## config.mk

```make
export PLATFORM = sky130hd
export DESIGN_NAME = jump_unit_top
export DESIGN_NICKNAME = d
export VERILOG_FILES = /design/src/verilog/jump_pkg.sv /design/src/verilog/jump_decode.sv /design/src/verilog/jump_control.sv /design/src/verilog/fetch_redirect.sv /design/src/verilog/jump_unit_top.sv
export SDC_FILE = /design/constraint.sdc
export NUM_CORES = 1
export LEC_CHECK = 0
export BUFFER_PORTS_ARGS = -buffer_cell sky130_fd_sc_hd__buf_4
export CORE_ASPECT_RATIO = 0.75
export CORE_UTILIZATION = 50
export CTS_CLUSTER_SIZE = 8
export DETAILED_ROUTE_END_ITERATION = 10
export HOLD_SLACK_MARGIN = 0.15
export PLACE_DENSITY = 0.91
export SYNTH_ARGS = -nofsm -noshare
export SYNTH_HDL_FRONTEND = slang
export SYNTH_SLANG_ARGS = --single-unit
```

## constraint.sdc

```tcl
create_clock -name clk -period 9.8 [get_ports clk]
set_clock_uncertainty 0.15 [all_clocks]
set_input_delay 1.47 -clock clk [delete_from_list [all_inputs] [get_ports clk]]
set_output_delay 1.47 -clock clk [all_outputs]
set_load 0.005 [all_outputs]
```

## src/verilog/jump_pkg.sv

```systemverilog
package jump_pkg;

   ////////////////////////////////////////////////////////////
   // widths with a meaning
   ////////////////////////////////////////////////////////////

   // instruction word or fetch address
   typedef logic [15:0] word_t;

   // register file index, bits 11:8 of a register jump
   typedef logic [3:0] reg_idx_t;

   // position of an instruction inside the bundle
   typedef logic [1:0] slot_t;

   ////////////////////////////////////////////////////////////
   // control fsm
   ////////////////////////////////////////////////////////////

   // idle -> wait on register jump, wait -> resolve on base_rdy
   typedef enum logic [1:0] {
      JS_IDLE    = 2'd0,
      JS_WAIT    = 2'd1,
      JS_RESOLVE = 2'd2
   } jump_state_e;

   ////////////////////////////////////////////////////////////
   // encodings
   ////////////////////////////////////////////////////////////

   // bits 15:12 all ones mark a jump
   localparam logic [3:0] JUMP_OPCODE = 4'b1111;

   // squashed slot
   localparam word_t NOP_WORD = 16'h0000;

   // instructions per fetch bundle
   localparam int FETCH_WIDTH = 4;

endpackage

```

## src/verilog/jump_decode.sv

```systemverilog
`timescale 1ns/1ps

module jump_decode (
   input  jump_pkg::word_t    instr0,
   input  jump_pkg::word_t    instr1,
   input  jump_pkg::word_t    instr2,
   input  jump_pkg::word_t    instr3,
   output logic               jump_found,
   output jump_pkg::slot_t    jump_slot,
   output logic               jump_is_reg,
   output jump_pkg::word_t    imm_offset,
   output jump_pkg::word_t    reg_disp,
   output jump_pkg::reg_idx_t base_idx
);

   import jump_pkg::*;

   // bundle as an array so the slot scan is a loop
   word_t slot_word [FETCH_WIDTH];
   logic  [FETCH_WIDTH-1:0] is_jump;

   // word of the first jump, slot 0 when there is none
   word_t sel_word;

   assign slot_word[0] = instr0;
   assign slot_word[1] = instr1;
   assign slot_word[2] = instr2;
   assign slot_word[3] = instr3;

   ////////////////////////////////////////////////////////////
   // per slot opcode check
   ////////////////////////////////////////////////////////////

   always_comb begin
      for (int i = 0; i < FETCH_WIDTH; i++) begin
         is_jump[i] = (slot_word[i][15:12] == JUMP_OPCODE);
      end
   end

   ////////////////////////////////////////////////////////////
   // priority encode, lowest slot wins
   ////////////////////////////////////////////////////////////

   always_comb begin
      jump_slot = '0;
      sel_word  = slot_word[0];
      // scan from the top so the lowest jump is written last
      for (int i = FETCH_WIDTH - 1; i >= 0; i--) begin
         if (is_jump[i]) begin
            jump_slot = slot_t'(i);
            sel_word  = slot_word[i];
         end
      end
   end

   assign jump_found = |is_jump;

   // bit 0 set selects the register form
   assign jump_is_reg = jump_found & sel_word[0];

   ////////////////////////////////////////////////////////////
   // operand fields of the selected jump
   ////////////////////////////////////////////////////////////

   // immediate offset, 10 bits sign extended
   assign imm_offset = {{6{sel_word[11]}}, sel_word[11:2]};

   // register displacement, 6 bits sign extended
   assign reg_disp = {{10{sel_word[7]}}, sel_word[7:2]};

   // base register, overlaps the upper offset bits
   assign base_idx = sel_word[11:8];

endmodule

```

## src/verilog/jump_control.sv

```systemverilog
`timescale 1ns/1ps

module jump_control (
   input  logic               clk,
   input  logic               rst_n,
   input  logic               flush,
   input  jump_pkg::word_t    fetch_pc,
   input  logic               jump_found,
   input  jump_pkg::slot_t    jump_slot,
   input  logic               jump_is_reg,
   input  jump_pkg::word_t    imm_offset,
   input  jump_pkg::word_t    reg_disp,
   input  jump_pkg::reg_idx_t base_idx,
   input  jump_pkg::word_t    base_value,
   input  logic               base_rdy,
   output logic               redirect,
   output jump_pkg::word_t    redirect_pc,
   output logic               stall,
   output logic               squash_all,
   output jump_pkg::reg_idx_t base_reg
);

   import jump_pkg::*;

   jump_state_e state_q;
   jump_state_e state_d;

   // captured operands of a pending register jump
   reg_idx_t idx_q;
   word_t    disp_q;
   word_t    base_q;

   word_t imm_target;
   word_t reg_target;

   // register jump seen while idle
   logic reg_start;

   assign reg_start = (state_q == JS_IDLE) && jump_found && jump_is_reg;

   ////////////////////////////////////////////////////////////
   // target arithmetic
   ////////////////////////////////////////////////////////////

   // pc plus slot plus 1 plus offset
   assign imm_target = fetch_pc + {14'd0, jump_slot} + 16'd1 + imm_offset;

   assign reg_target = base_q + disp_q;

   ////////////////////////////////////////////////////////////
   // state register and next state
   ////////////////////////////////////////////////////////////

   always_ff @(posedge clk or negedge rst_n) begin
      if (!rst_n) begin
         state_q <= JS_IDLE;
      end else begin
         state_q <= state_d;
      end
   end

   always_comb begin
      state_d = state_q;
      case (state_q)
         JS_IDLE: begin
            if (reg_start) begin
               state_d = JS_WAIT;
            end
         end
         JS_WAIT: begin
            if (base_rdy) begin
               state_d = JS_RESOLVE;
            end
         end
         // single cycle
         JS_RESOLVE: state_d = JS_IDLE;
         default:    state_d = JS_IDLE;
      endcase
      // mispredict cancels whatever is pending
      if (flush) begin
         state_d = JS_IDLE;
      end
   end

   ////////////////////////////////////////////////////////////
   // operand capture
   ////////////////////////////////////////////////////////////

   always_ff @(posedge clk) begin
      // index and displacement at detection
      if (reg_start) begin
         idx_q  <= base_idx;
         disp_q <= reg_disp;
      end
      // base value when the register file answers
      if ((state_q == JS_WAIT) && base_rdy) begin
         base_q <= base_value;
      end
   end

   ////////////////////////////////////////////////////////////
   // outputs
   ////////////////////////////////////////////////////////////

   always_comb begin
      redirect    = 1'b0;
      redirect_pc = imm_target;
      stall       = 1'b0;
      squash_all  = 1'b0;
      base_reg    = base_idx;
      case (state_q)
         JS_IDLE: begin
            // immediate redirects now, register form stalls
            if (jump_found) begin
               stall    = jump_is_reg;
               redirect = !jump_is_reg;
            end
         end
         JS_WAIT: begin
            stall      = 1'b1;
            squash_all = 1'b1;
            base_reg   = idx_q;
         end
         JS_RESOLVE: begin
            redirect    = 1'b1;
            redirect_pc = reg_target;
            stall       = 1'b1;
            squash_all  = 1'b1;
            base_reg    = idx_q;
         end
         default: begin
            stall = 1'b0;
         end
      endcase
   end

endmodule

```

## src/verilog/fetch_redirect.sv

```systemverilog
`timescale 1ns/1ps

module fetch_redirect #(
   parameter jump_pkg::word_t RESET_PC = '0
) (
   input  logic            clk,
   input  logic            rst_n,
   input  logic            flush,
   input  jump_pkg::word_t flush_pc,
   input  logic            redirect,
   input  jump_pkg::word_t redirect_pc,
   input  logic            stall,
   input  logic            squash_all,
   input  logic            jump_found,
   input  jump_pkg::slot_t jump_slot,
   input  logic            jump_is_reg,
   input  jump_pkg::word_t instr0,
   input  jump_pkg::word_t instr1,
   input  jump_pkg::word_t instr2,
   input  jump_pkg::word_t instr3,
   output jump_pkg::word_t fetch_pc,
   output jump_pkg::word_t issue0,
   output jump_pkg::word_t issue1,
   output jump_pkg::word_t issue2,
   output jump_pkg::word_t issue3
);

   import jump_pkg::*;

   word_t in_word  [FETCH_WIDTH];
   word_t out_word [FETCH_WIDTH];

   ////////////////////////////////////////////////////////////
   // fetch pc
   ////////////////////////////////////////////////////////////

   // flush, then redirect, then stall hold, else next bundle
   always_ff @(posedge clk or negedge rst_n) begin
      if (!rst_n) begin
         fetch_pc <= RESET_PC;
      end else if (flush) begin
         fetch_pc <= flush_pc;
      end else if (redirect) begin
         fetch_pc <= redirect_pc;
      end else if (!stall) begin
         fetch_pc <= fetch_pc + word_t'(FETCH_WIDTH);
      end
   end

   ////////////////////////////////////////////////////////////
   // slot squashing
   ////////////////////////////////////////////////////////////

   assign in_word[0] = instr0;
   assign in_word[1] = instr1;
   assign in_word[2] = instr2;
   assign in_word[3] = instr3;

   always_comb begin
      for (int i = 0; i < FETCH_WIDTH; i++) begin
         out_word[i] = in_word[i];
         if (squash_all) begin
            out_word[i] = NOP_WORD;
         end else if (jump_found) begin
            // later slots always go, the jump itself only if register form
            if ((i > int'(jump_slot)) || ((i == int'(jump_slot)) && jump_is_reg)) begin
               out_word[i] = NOP_WORD;
            end
         end
      end
   end

   assign issue0 = out_word[0];
   assign issue1 = out_word[1];
   assign issue2 = out_word[2];
   assign issue3 = out_word[3];

endmodule

```

## src/verilog/jump_unit_top.sv

```systemverilog
`timescale 1ns/1ps

module jump_unit_top #(
   parameter jump_pkg::word_t RESET_PC = '0
) (
   input  logic               clk,
   input  logic               rst_n,
   input  jump_pkg::word_t    instr0,
   input  jump_pkg::word_t    instr1,
   input  jump_pkg::word_t    instr2,
   input  jump_pkg::word_t    instr3,
   input  logic               flush,
   input  jump_pkg::word_t    flush_pc,
   input  jump_pkg::word_t    base_value,
   input  logic               base_rdy,
   output jump_pkg::word_t    fetch_pc,
   output jump_pkg::reg_idx_t base_reg,
   output logic               stall,
   output logic               redirect,
   output jump_pkg::word_t    issue0,
   output jump_pkg::word_t    issue1,
   output jump_pkg::word_t    issue2,
   output jump_pkg::word_t    issue3
);

   import jump_pkg::*;

   ////////////////////////////////////////////////////////////
   // decode to control and redirect
   ////////////////////////////////////////////////////////////

   logic     jump_found;
   slot_t    jump_slot;
   logic     jump_is_reg;
   word_t    imm_offset;
   word_t    reg_disp;
   reg_idx_t base_idx;

   // control to redirect
   word_t redirect_pc;
   logic  squash_all;

   jump_decode u_decode (
      .instr0      (instr0),
      .instr1      (instr1),
      .instr2      (instr2),
      .instr3      (instr3),
      .jump_found  (jump_found),
      .jump_slot   (jump_slot),
      .jump_is_reg (jump_is_reg),
      .imm_offset  (imm_offset),
      .reg_disp    (reg_disp),
      .base_idx    (base_idx)
   );

   jump_control u_control (
      .clk         (clk),
      .rst_n       (rst_n),
      .flush       (flush),
      .fetch_pc    (fetch_pc),
      .jump_found  (jump_found),
      .jump_slot   (jump_slot),
      .jump_is_reg (jump_is_reg),
      .imm_offset  (imm_offset),
      .reg_disp    (reg_disp),
      .base_idx    (base_idx),
      .base_value  (base_value),
      .base_rdy    (base_rdy),
      .redirect    (redirect),
      .redirect_pc (redirect_pc),
      .stall       (stall),
      .squash_all  (squash_all),
      .base_reg    (base_reg)
   );

   // pc register and issue masking
   fetch_redirect #(
      .RESET_PC (RESET_PC)
   ) u_redirect (
      .clk         (clk),
      .rst_n       (rst_n),
      .flush       (flush),
      .flush_pc    (flush_pc),
      .redirect    (redirect),
      .redirect_pc (redirect_pc),
      .stall       (stall),
      .squash_all  (squash_all),
      .jump_found  (jump_found),
      .jump_slot   (jump_slot),
      .jump_is_reg (jump_is_reg),
      .instr0      (instr0),
      .instr1      (instr1),
      .instr2      (instr2),
      .instr3      (instr3),
      .fetch_pc    (fetch_pc),
      .issue0      (issue0),
      .issue1      (issue1),
      .issue2      (issue2),
      .issue3      (issue3)
   );

endmodule

```

==> impl_metrics.env, run 1 <==
export IMPL_crit_path_start_kind="primary input"
export IMPL_antenna_left=0
export IMPL_slowest_stage="a31oi_1"
export IMPL_fmax_mhz=172.5
export IMPL_multi_input_area_um2=3212
export IMPL_critical_path_class="in2reg"
export IMPL_cts_tree="yes"
export IMPL_ys_warn_count=0
export IMPL_grt_pass1_vias=4818
export IMPL_postCtsHoldBufs=0
export IMPL_worstPathRequired_ns=9.83
export IMPL_yosys_area_share_simple=0.2397
export IMPL_syn_area_um2=4629
export IMPL_grt_max_degree=37
export IMPL_report_final_hold_viol_count=0
export IMPL_wirelength_um=15510
export IMPL_end_kind="flop"
export IMPL_synth_xor_area_frac=0.07000
export IMPL_synth_adder_area_share=0.1481
export IMPL_core_area_um2=9009
export IMPL_drtIter0Drc=403
export IMPL_vias_per_cell=6.012
export IMPL_synthTopCellsByArea="edfxtp_1 (17%), ha_1 (14%), dfrtp_1 (9.7%)"
export IMPL_grt_ovfl_total=0
export IMPL_nets=859
export IMPL_synth_top_area_cell="edfxtp_1"
export IMPL_die_w_um=113.1
export IMPL_ir_drop_uv=87.47
export IMPL_critPathMaxFanout=15
export IMPL_tns_ns=0
export IMPL_wire_per_inst_um=18.93
export IMPL_whs_ns=0.4665
export IMPL_first_pass_iters=4
export IMPL_p_per_area_nw_per_um2=150.9
export IMPL_status="completed"
export IMPL_grt_pass1_wl_um=24320
export IMPL_timing_slew_headroom=0.2156
export IMPL_fill_cells=722
export IMPL_clock_tree_root_cell="clkbuf_16"
export IMPL_rsz0062_at_grt="no"
export IMPL_post_cts_setup_buffers=0
export IMPL_antenna_found_initial=0
export IMPL_fin_crit_ns=5.798
export IMPL_crit_chain="buf_4 -> nand4_2 -> a31oi_1 -> o21a_1 -> inv_1 -> fa_1 -> inv_1 -> ha_1 -> a21oi_1 -> o221ai_1 -> a21oi_1 -> o22ai_1 -> o41ai_1 -> xnor2_1 -> a211oi_1 -> a221o_1"
export IMPL_place_gp_congestion=0.9225
export IMPL_ys_flop_type="edfxtp_1"
export IMPL_synth_edf_count=26
export IMPL_initial_core_util=0.5139
export IMPL_cts_buffers=5
export IMPL_path_clk_slew_ns=0.07
export IMPL_drv_slew=0
export IMPL_finalSetupViolCount=0
export IMPL_tightest_slew_ns=1.177
export IMPL_io_pins=186
export IMPL_post_dp_hpwl_um=12300
export IMPL_via_count=4924
export IMPL_area_growth_pct=34.68
export IMPL_clk_latency_ns=0.30
export IMPL_register_area_um2=1231
export IMPL_slowest_delay_ns=0.88
export IMPL_rows=30
export IMPL_synthCells=533
export IMPL_maxCapViolCount=0
export IMPL_clock_sinks=44
export IMPL_critPathArrivalTime_ns=5.83
export IMPL_synth_top_family_by_area="simple AND/OR/NAND/NOR gates"
export IMPL_grt_util_all_layers=0.3212
export IMPL_yosysSeqAreaShare=0.2659
export IMPL_io_buffers=185
export IMPL_drive_above_1_share=0.2984
export IMPL_cts_resized=0
export IMPL_synth_top_area_share=0.1686
export IMPL_synth_nets=686
export IMPL_crit_buf_inv=3
export IMPL_drc=0
export IMPL_ys_ff_latch=44
export IMPL_cts_buffer_depth=2
export IMPL_synth_compound_area_share=0.2108
export IMPL_min_path_type="reg2reg"
export IMPL_muxShareOfSynthArea=0.02514
export IMPL_n_antenna_cell=0
export IMPL_synth_distinct_cells=63
export IMPL_p_leak_nw=2.876
export IMPL_die_area_um2=9652
export IMPL_ys_async_sr_fraction=0.4091
export IMPL_die_height_um=85.33
export IMPL_postSynthAreaPerCell_um2=8.686
export IMPL_ctsHtreeMaxLevel=2
export IMPL_finalCritPeriodShare=0.5916
export IMPL_critPathTopFamily="compound AO/OA/AOI/OAI gates"
-- stage by stage --
stage	worst slack, ns	cell area [um2]	std cells	utilization	power [mW]
finish	4.002	6235	819	0.6921	0.9410
CTS	4.096	6235	819	0.6921	0.9332
global route	3.716	6235	819	0.6921	0.9996
floorplan	4.724	4629	533	-	0.5625
global placement	4.018	6088	811	0.6758	0.7301
detailed placement	3.776	6088	811	0.6758	0.7545
-- cells by family (layout without fill, tap and decap cells) --
family	Yosys count	after routing
XOR/XNOR	37	37
AO/OA/AOI/OAI	138	138
adder cells (fa/ha/maj)	53	53
AND/OR/NAND/NOR	203	203
multiplexers	11	11
buffers and inverters	47	221
flip-flops	44	44
-- per-layer routing --
metal | share of wire | track usage | vias to the layer above | wire length (um)
met5 | 0 | 0 | - | 0
li1 | - | - | 2297 | -
met1 | 0.44 | 0.4270 | 2372 | 6832
met4 | 0.018 | 0.08971 | 0 | 278
met2 | 0.47 | 0.5310 | 224 | 7271
met3 | 0.072 | 0.06571 | 31 | 1123
-- path summary, 6_finish.rpt --
path | start | endpoint | slack (ns) | cells past startpoint
worst min register to register | u_redirect.fetch_pc[0] | u_redirect.fetch_pc[0] | 0.47 | 2
max in group asynchronous | rst_n | u_redirect.fetch_pc[1] | 8.37 | 1
worst max-delay path | instr2[14] | u_redirect.fetch_pc[15] | 4.00 | 16
worst max register to register | u_redirect.fetch_pc[1] | u_redirect.fetch_pc[15] | 6.28 | 12
worst min-delay path | u_redirect.fetch_pc[0] | u_redirect.fetch_pc[0] | 0.47 | 2
min in group asynchronous | rst_n | u_redirect.fetch_pc[15] | 0.90 | 1
-- cells in the mapped netlist (2+ instances only) --
| library cell | instances |
|---|---|
| a2111oi_0 | 2 |
| a211o_1 | 2 |
| a211oi_1 | 5 |
| a21o_1 | 9 |
| a21oi_1 | 32 |
| a221o_1 | 3 |
| a221oi_2 | 2 |
| a22o_1 | 4 |
| a31oi_1 | 11 |
| and2_1 | 67 |
| and3_1 | 5 |
| and4_1 | 3 |
| buf_2 | 2 |
| clkbuf_1 | 19 |
| dfrtp_1 | 18 |
| edfxtp_1 | 26 |
| fa_1 | 3 |
| ha_1 | 50 |
| inv_1 | 25 |
| mux2_2 | 5 |
| mux2i_1 | 6 |
| nand2_1 | 40 |
| nand2b_1 | 6 |
| nand3_1 | 12 |
| nand4_1 | 3 |
| nand4_2 | 3 |
| nor2_1 | 33 |
| nor2b_1 | 3 |
| nor3_1 | 13 |
| o21a_1 | 8 |
| o21ai_0 | 20 |
| o221ai_1 | 13 |
| o22ai_1 | 4 |
| o31ai_1 | 3 |
| o41ai_1 | 4 |
| or3_1 | 7 |
| xnor2_1 | 26 |
| xor2_1 | 11 |
-- sequential cells by signal, indices dropped and copies added (netlist names) --
signal,flops
u_redirect.fetch_pc,16
u_control.state_q,2
u_control.base_q,16
u_control.disp_q,6
u_control.idx_q,4
-- power breakdown --
group | total (mW) | internal (mW) | switching [mW] | leakage (nW)
registers | 0.249 | 0.217 | 0.0320 | 0.451
clock network | 0.177 | 0.102 | 0.0752 | 0.0712
logic | 0.515 | 0.254 | 0.260 | 2.35
-- final cells by class --
class	count	area share
repair buffers	188	0.2264
inverters	25	0.01505
multi-input cells	442	0.5152
flip-flops and latches	44	0.1975
well taps	112	0.02248
clock buffers	8	0.02348
-- layout by cell type (no fill, tap or decap), types with 4 or more instances in the layout --
cell and count:
buf_4 188, and2_1 67, ha_1 50, nand2_1 40, nor2_1 33, a21oi_1 32, xnor2_1 26, edfxtp_1 26
inv_1 25, o21ai_0 20, dfrtp_1 18, o221ai_1 13, nor3_1 13, nand3_1 12, a31oi_1 11, xor2_1 11
a21o_1 9, o21a_1 8, or3_1 7, nand2b_1 6, mux2i_1 6, a211oi_1 5, and3_1 5, mux2_2 5
clkbuf_16 5, o22ai_1 4, a22o_1 4, o41ai_1 4
-- tightest hold or removal path, stage by stage (launching register included) --
cell	delay, ns
dfrtp_1	0.38
a21oi_1	0.08
o21ai_0	0.13
No activity file was read; power rests on OpenSTA's default activity.
==> run 2: changes to the inputs <==
==> constraint.sdc (replaced) <==
create_clock -name clk -period 5.64 [get_ports clk]
set_clock_uncertainty 0.15 [all_clocks]
set_input_delay 0.846 -clock clk [delete_from_list [all_inputs] [get_ports clk]]
set_output_delay 0.846 -clock clk [all_outputs]
set_load 0.005 [all_outputs]
==> run 2 against run 1 <==
Clock power increased by 67%. Cell count rose by 0.24%. Critical endpoint unchanged. Flip-flop and latch count did not move. Non-clock buffer count grew 2. Total power grew 72%. Utilization up 0.056 points. Count of clock-buffer cells in the layout is the same. Largest power group unchanged.
==> impl_metrics.env, run 2 (synthesized netlist as in run 1, its figures left out) <==
export IMPL_r2r_cells=12
export IMPL_critPathMaxFanout=15
export IMPL_report_final_hold_viol_count=0
export IMPL_cts_buffer_depth=2
export IMPL_status="completed"
export IMPL_drv_slew=0
export IMPL_post_cts_setup_buffers=0
export IMPL_p_per_area_nw_per_um2=259.1
export IMPL_p_leak_nw=2.880
export IMPL_fin_crit_ns=5.083
export IMPL_rsz0062_at_grt="no"
export IMPL_wire_per_inst_um=18.88
export IMPL_grt_ovfl_total=0
export IMPL_first_pass_iters=5
export IMPL_ctsHtreeMaxLevel=2
export IMPL_tns_ns=0
export IMPL_regToRegStartpoint="u_redirect.fetch_pc[1]"
export IMPL_area_growth_pct=34.78
export IMPL_stdcell_count=821
export IMPL_endpoint="u_redirect.fetch_pc[15]"
export IMPL_whs_ns=0.2703
export IMPL_startpoint="instr2[15]"
export IMPL_drtIter0Drc=391
export IMPL_nets=861
export IMPL_min_path_type="in2async"
export IMPL_initial_core_util=0.5139
export IMPL_worstPathRequired_ns=5.67
export IMPL_clock_tree_root_cell="clkbuf_16"
export IMPL_via_count=4857
export IMPL_end_kind="flop"
export IMPL_crit_path_start_kind="primary input"
export IMPL_path_clk_slew_ns=0.06
export IMPL_fill_cells=753
export IMPL_rows=30
export IMPL_register_area_um2=1231
export IMPL_post_dp_hpwl_um=12380
export IMPL_critical_path_class="in2reg"
export IMPL_antenna_left=0
export IMPL_clock_sinks=44
export IMPL_core_area_um2=9009
export IMPL_grt_util_all_layers=0.3207
export IMPL_timing_slew_headroom=0.2620
export IMPL_antenna_found_initial=0
export IMPL_ir_drop_uv=123.7
export IMPL_pre_cts_ws_ns=0.3619
export IMPL_cts_tree="yes"
export IMPL_wirelength_um=15500
export IMPL_drc=0
export IMPL_grt_pass1_wl_um=24280
export IMPL_n_antenna_cell=0
export IMPL_fin_ws_ns=0.5573
export IMPL_io_buffers=185
export IMPL_top_regs="u_control.base_q (16), u_redirect.fetch_pc (16), u_control.disp_q (6)"
export IMPL_die_area_um2=9652
export IMPL_clk_latency_ns=0.30
export IMPL_maxCapViolCount=0
export IMPL_io_pins=186
export IMPL_postCtsHoldBufs=0
export IMPL_die_height_um=85.33
export IMPL_multi_input_area_um2=3212
export IMPL_placedCellCount=813
export IMPL_rr_endpoint="u_redirect.fetch_pc[15]"
export IMPL_finalCritPeriodShare=0.9012
export IMPL_place_gp_congestion=0.9828
export IMPL_finalSetupViolCount=0
export IMPL_vias_per_cell=5.916
export IMPL_critPathArrivalTime_ns=5.11
export IMPL_layout_cells_most_common="buf_4"
export IMPL_grt_pass1_vias=4774
export IMPL_drive_above_1_share=0.2990
export IMPL_design_power_total_mw=1.617
export IMPL_tightest_slew_ns=1.107
export IMPL_fmax_mhz=196.7
export IMPL_die_w_um=113.1
export IMPL_grt_max_degree=37
export IMPL_cts_buffers=5
export IMPL_cts_resized=0
export IMPL_regToRegSetupSlack_ns=2.04
export IMPL_layout_cells_most_common_list="buf_4 (190), and2_1 (67), ha_1 (50)"
run 2: cell type report:
class / instances / area share
Clock buffer: 8 / 0.02186
Inverter: 25 / 0.01504
Multi-Input combinational cell: 442 / 0.5147
Sequential cell: 44 / 0.1973
Tap cell: 112 / 0.02246
Timing Repair Buffer: 190 / 0.2286
run 2: worst min-delay path by stage:
stage | endpoint | slack (ns) | depth (start not counted)
6_report | u_control.state_q[0] | 0.27 | 1
3_5_place_dp | u_redirect.fetch_pc[10] | 0.46 | 2
3_3_place_gp | u_control.state_q[1] | 0.42 | 2
2_1_floorplan | u_control.state_q[1] | 0.39 | 2
4_1_cts | u_control.state_q[0] | 0.28 | 1
5_1_grt | u_control.state_q[0] | 0.29 | 1
run 2: routing by layer:
layer | track usage | share of wire | vias to the layer above
li1 | - | - | 2302
met5 | 0 | 0 | -
met3 | 0.05286 | 0.072 | 39
met4 | 0.08852 | 0.018 | 0
met2 | 0.5226 | 0.46 | 237
met1 | 0.4405 | 0.45 | 2279
run 2: worst max-delay path, stage by stage:
cell and delay [ns]:
buf_4 0.10, nand4_2 0.34, nand2b_1 0.49, o221ai_1 0.20, nand3_1 0.11, o21a_1 0.16, inv_1 0.06, fa_1 0.56
inv_1 0.06, ha_1 0.29, a21oi_1 0.24, o221ai_1 0.25, a21oi_1 0.27, o22ai_1 0.14, o41ai_1 0.36, xnor2_1 0.20
a211oi_1 0.11, a221o_1 0.33
run 2: metrics by stage:
| stage | utilization | cell area (um2) |
|---|---|---|
| 5_1_grt | 0.6926 | 6240 |
| 4_1_cts | 0.6926 | 6240 |
| 3_3_place_gp | 0.6775 | 6103 |
| 6_report | 0.6926 | 6240 |
| 2_1_floorplan | - | 4629 |
| 3_5_place_dp | 0.6775 | 6103 |
run 2: power by group:
group          internal (mW)  switching, mW  total (mW)
Sequential             0.378         0.0557       0.433
Combinational          0.442          0.447       0.889
Clock                  0.165          0.129       0.295
Total                  0.984          0.632        1.62
==> run 3: changes to the inputs <==
--- a/config.mk
+++ b/config.mk
@@ -7,11 +7,11 @@
 export LEC_CHECK = 0
 export BUFFER_PORTS_ARGS = -buffer_cell sky130_fd_sc_hd__buf_4
 export CORE_ASPECT_RATIO = 0.75
-export CORE_UTILIZATION = 50
+export CORE_UTILIZATION = 39
 export CTS_CLUSTER_SIZE = 8
 export DETAILED_ROUTE_END_ITERATION = 10
 export HOLD_SLACK_MARGIN = 0.15
-export PLACE_DENSITY = 0.91
+export PLACE_DENSITY = 0.76
 export SYNTH_ARGS = -nofsm -noshare
 export SYNTH_HDL_FRONTEND = slang
 export SYNTH_SLANG_ARGS = --single-unit
==> run 3 against run 2 <==
Wire length increased by 3.5%. Sequential share of layout area down 0.34 points. Fmax is 1.0% higher. Utilization decreased by 14 points. Clock power rose by 23%. Via count shrank 1.4%. Sequential power barely moved. Register-to-register slack better by 0.10 ns. Largest cell class unchanged. Global-route usage shrank 5.6 points. Cell count rose by 6.1%. Worst setup slack better by 0.052 ns. First-iteration DRC count decreased by 7.2%.
==> impl_metrics.env, run 3 (synthesized netlist as in run 1, its figures left out) <==
export IMPL_status="completed"
export IMPL_ir_drop_uv=156.2
export IMPL_fin_ws_ns=0.6089
export IMPL_critical_path_class="in2reg"
export IMPL_post_dp_hpwl_um=13140
export IMPL_cts_buffer_depth=2
export IMPL_critPathTopFamily="compound AO/OA/AOI/OAI gates"
export IMPL_p_per_area_nw_per_um2=264.5
export IMPL_maxCapViolCount=0
export IMPL_pre_cts_ws_ns=0.3886
export IMPL_clock_sinks=44
export IMPL_via_count=4788
export IMPL_finalCritPeriodShare=0.8920
export IMPL_wirelength_um=16030
export IMPL_crit_chain="buf_4 -> nand4_2 -> nand2b_1 -> o221ai_1 -> nand3_1 -> o21a_1 -> inv_1 -> fa_1 -> inv_1 -> ha_1 -> a21oi_1 -> o221ai_1 -> a21oi_1 -> o22ai_1 -> o41ai_1 -> xnor2_1 -> a211oi_1 -> a221o_1"
export IMPL_timing_slew_headroom=0.1569
export IMPL_critPathMaxFanout=15
export IMPL_rsz0062_at_grt="no"
export IMPL_tns_ns=0
export IMPL_critPathArrivalTime_ns=5.06
export IMPL_p_leak_nw=2.905
export IMPL_ctsHtreeMaxLevel=2
export IMPL_fin_area_um2=6349
export IMPL_drive_above_1_share=0.3032
export IMPL_fmax_mhz=198.8
export IMPL_drtIter0Drc=363
export IMPL_cts_resized=0
export IMPL_antenna_left=0
export IMPL_layout_cells_most_common_list="buf_4 (190), and2_1 (67), ha_1 (50)"
export IMPL_initial_core_util=0.4001
export IMPL_vias_per_cell=5.497
export IMPL_slowest_stage="fa_1"
export IMPL_fin_crit_ns=5.031
export IMPL_clock_tree_root_cell="clkbuf_16"
export IMPL_grt_pass1_wl_um=24580
export IMPL_top_regs="u_control.base_q (16), u_redirect.fetch_pc (16), u_control.disp_q (6)"
export IMPL_worstPathRequired_ns=5.67
export IMPL_area_growth_pct=37.14
export IMPL_place_gp_congestion=0.9556
export IMPL_min_path_type="in2async"
export IMPL_drv_slew=0
export IMPL_cts_tree="yes"
export IMPL_post_cts_setup_buffers=0
export IMPL_n_antenna_cell=0
export IMPL_cts_buffers=5
export IMPL_io_pins=186
export IMPL_clk_latency_ns=0.30
export IMPL_end_kind="flop"
export IMPL_grt_ovfl_total=0
export IMPL_regToRegSetupSlack_ns=2.14
export IMPL_path_clk_slew_ns=0.07
export IMPL_place_area_um2=6166
export IMPL_report_final_hold_viol_count=0
export IMPL_finalSetupViolCount=0
export IMPL_grt_pass1_vias=4554
export IMPL_die_height_um=96.36
export IMPL_wire_per_inst_um=18.41
export IMPL_io_buffers=185
export IMPL_rows=34
export IMPL_grt_util_all_layers=0.2645
export IMPL_grt_max_degree=37
export IMPL_nets=861
export IMPL_antenna_found_initial=0
export IMPL_core_area_um2=11570
export IMPL_tightest_slew_ns=1.265
export IMPL_slowest_delay_ns=0.56
export IMPL_crit_path_start_kind="primary input"
export IMPL_layout_cells_most_common="buf_4"
export IMPL_die_area_um2=12310
export IMPL_crit_buf_inv=3
export IMPL_die_w_um=127.8
export IMPL_first_pass_iters=5
export IMPL_postCtsHoldBufs=0
export IMPL_drc=0
## run 3: changes by cell type in the layout (fill, tap and decap cells not counted)
cell / previous run / this run
clkbuf_8: 0 / 2
bufinv_16: 0 / 1
clkbuf_1: 3 / 0
## run 3: final cells by class
| cell class | instances | area, um2 |
|---|---|---|
| Clock inverter | 1 | 30.03 |
| Clock buffer | 7 | 152.6 |
| Sequential cell | 44 | 1231 |
| Timing Repair Buffer | 190 | 1426 |
| Inverter | 25 | 93.84 |
| Multi-Input combinational cell | 442 | 3212 |
| Tap cell | 162 | 202.7 |
| Fill cell | 1084 | 5223 |
## run 3: power by group
group	total (mW)	internal [mW]	switching [mW]
Clock	0.363	0.233	0.129
Combinational	0.885	0.443	0.442
Sequential	0.432	0.378	0.0539
Total	1.68	1.05	0.626
## run 3: path summary, 6_finish.rpt
kind,from,end,depth (start not counted)
min in group clk,u_redirect.fetch_pc[5],u_redirect.fetch_pc[5],2
min reg2reg,u_redirect.fetch_pc[5],u_redirect.fetch_pc[5],2
max reg2reg,u_redirect.fetch_pc[1],u_redirect.fetch_pc[15],12
min,rst_n,u_control.state_q[1],1
max,instr2[14],u_redirect.fetch_pc[15],18
max in group asynchronous,rst_n,u_redirect.fetch_pc[0],1
## run 3: per-stage QoR
step / utilization / power, mW / hold WS, ns / instances
after CTS: 0.5487 / 1.684 / 0.2673 / 871
after global placement: 0.5329 / 1.290 / 0.4186 / 863
after global routing: 0.5487 / 1.803 / 0.2781 / 871
final: 0.5487 / 1.679 / 0.2627 / 871
after detailed placement: 0.5329 / 1.313 / 0.4549 / 863
after floorplan: - / 0.9774 / 0.3882 / 533
## run 3: layer usage
layer,part of all wire,vias to the layer above,global-route usage
li1,-,2302,-
met1,0.47,2297,0.3625
met2,0.45,161,0.4171
met3,0.060,28,0.05392
met4,0.020,0,0.08529
met5,0,-,0
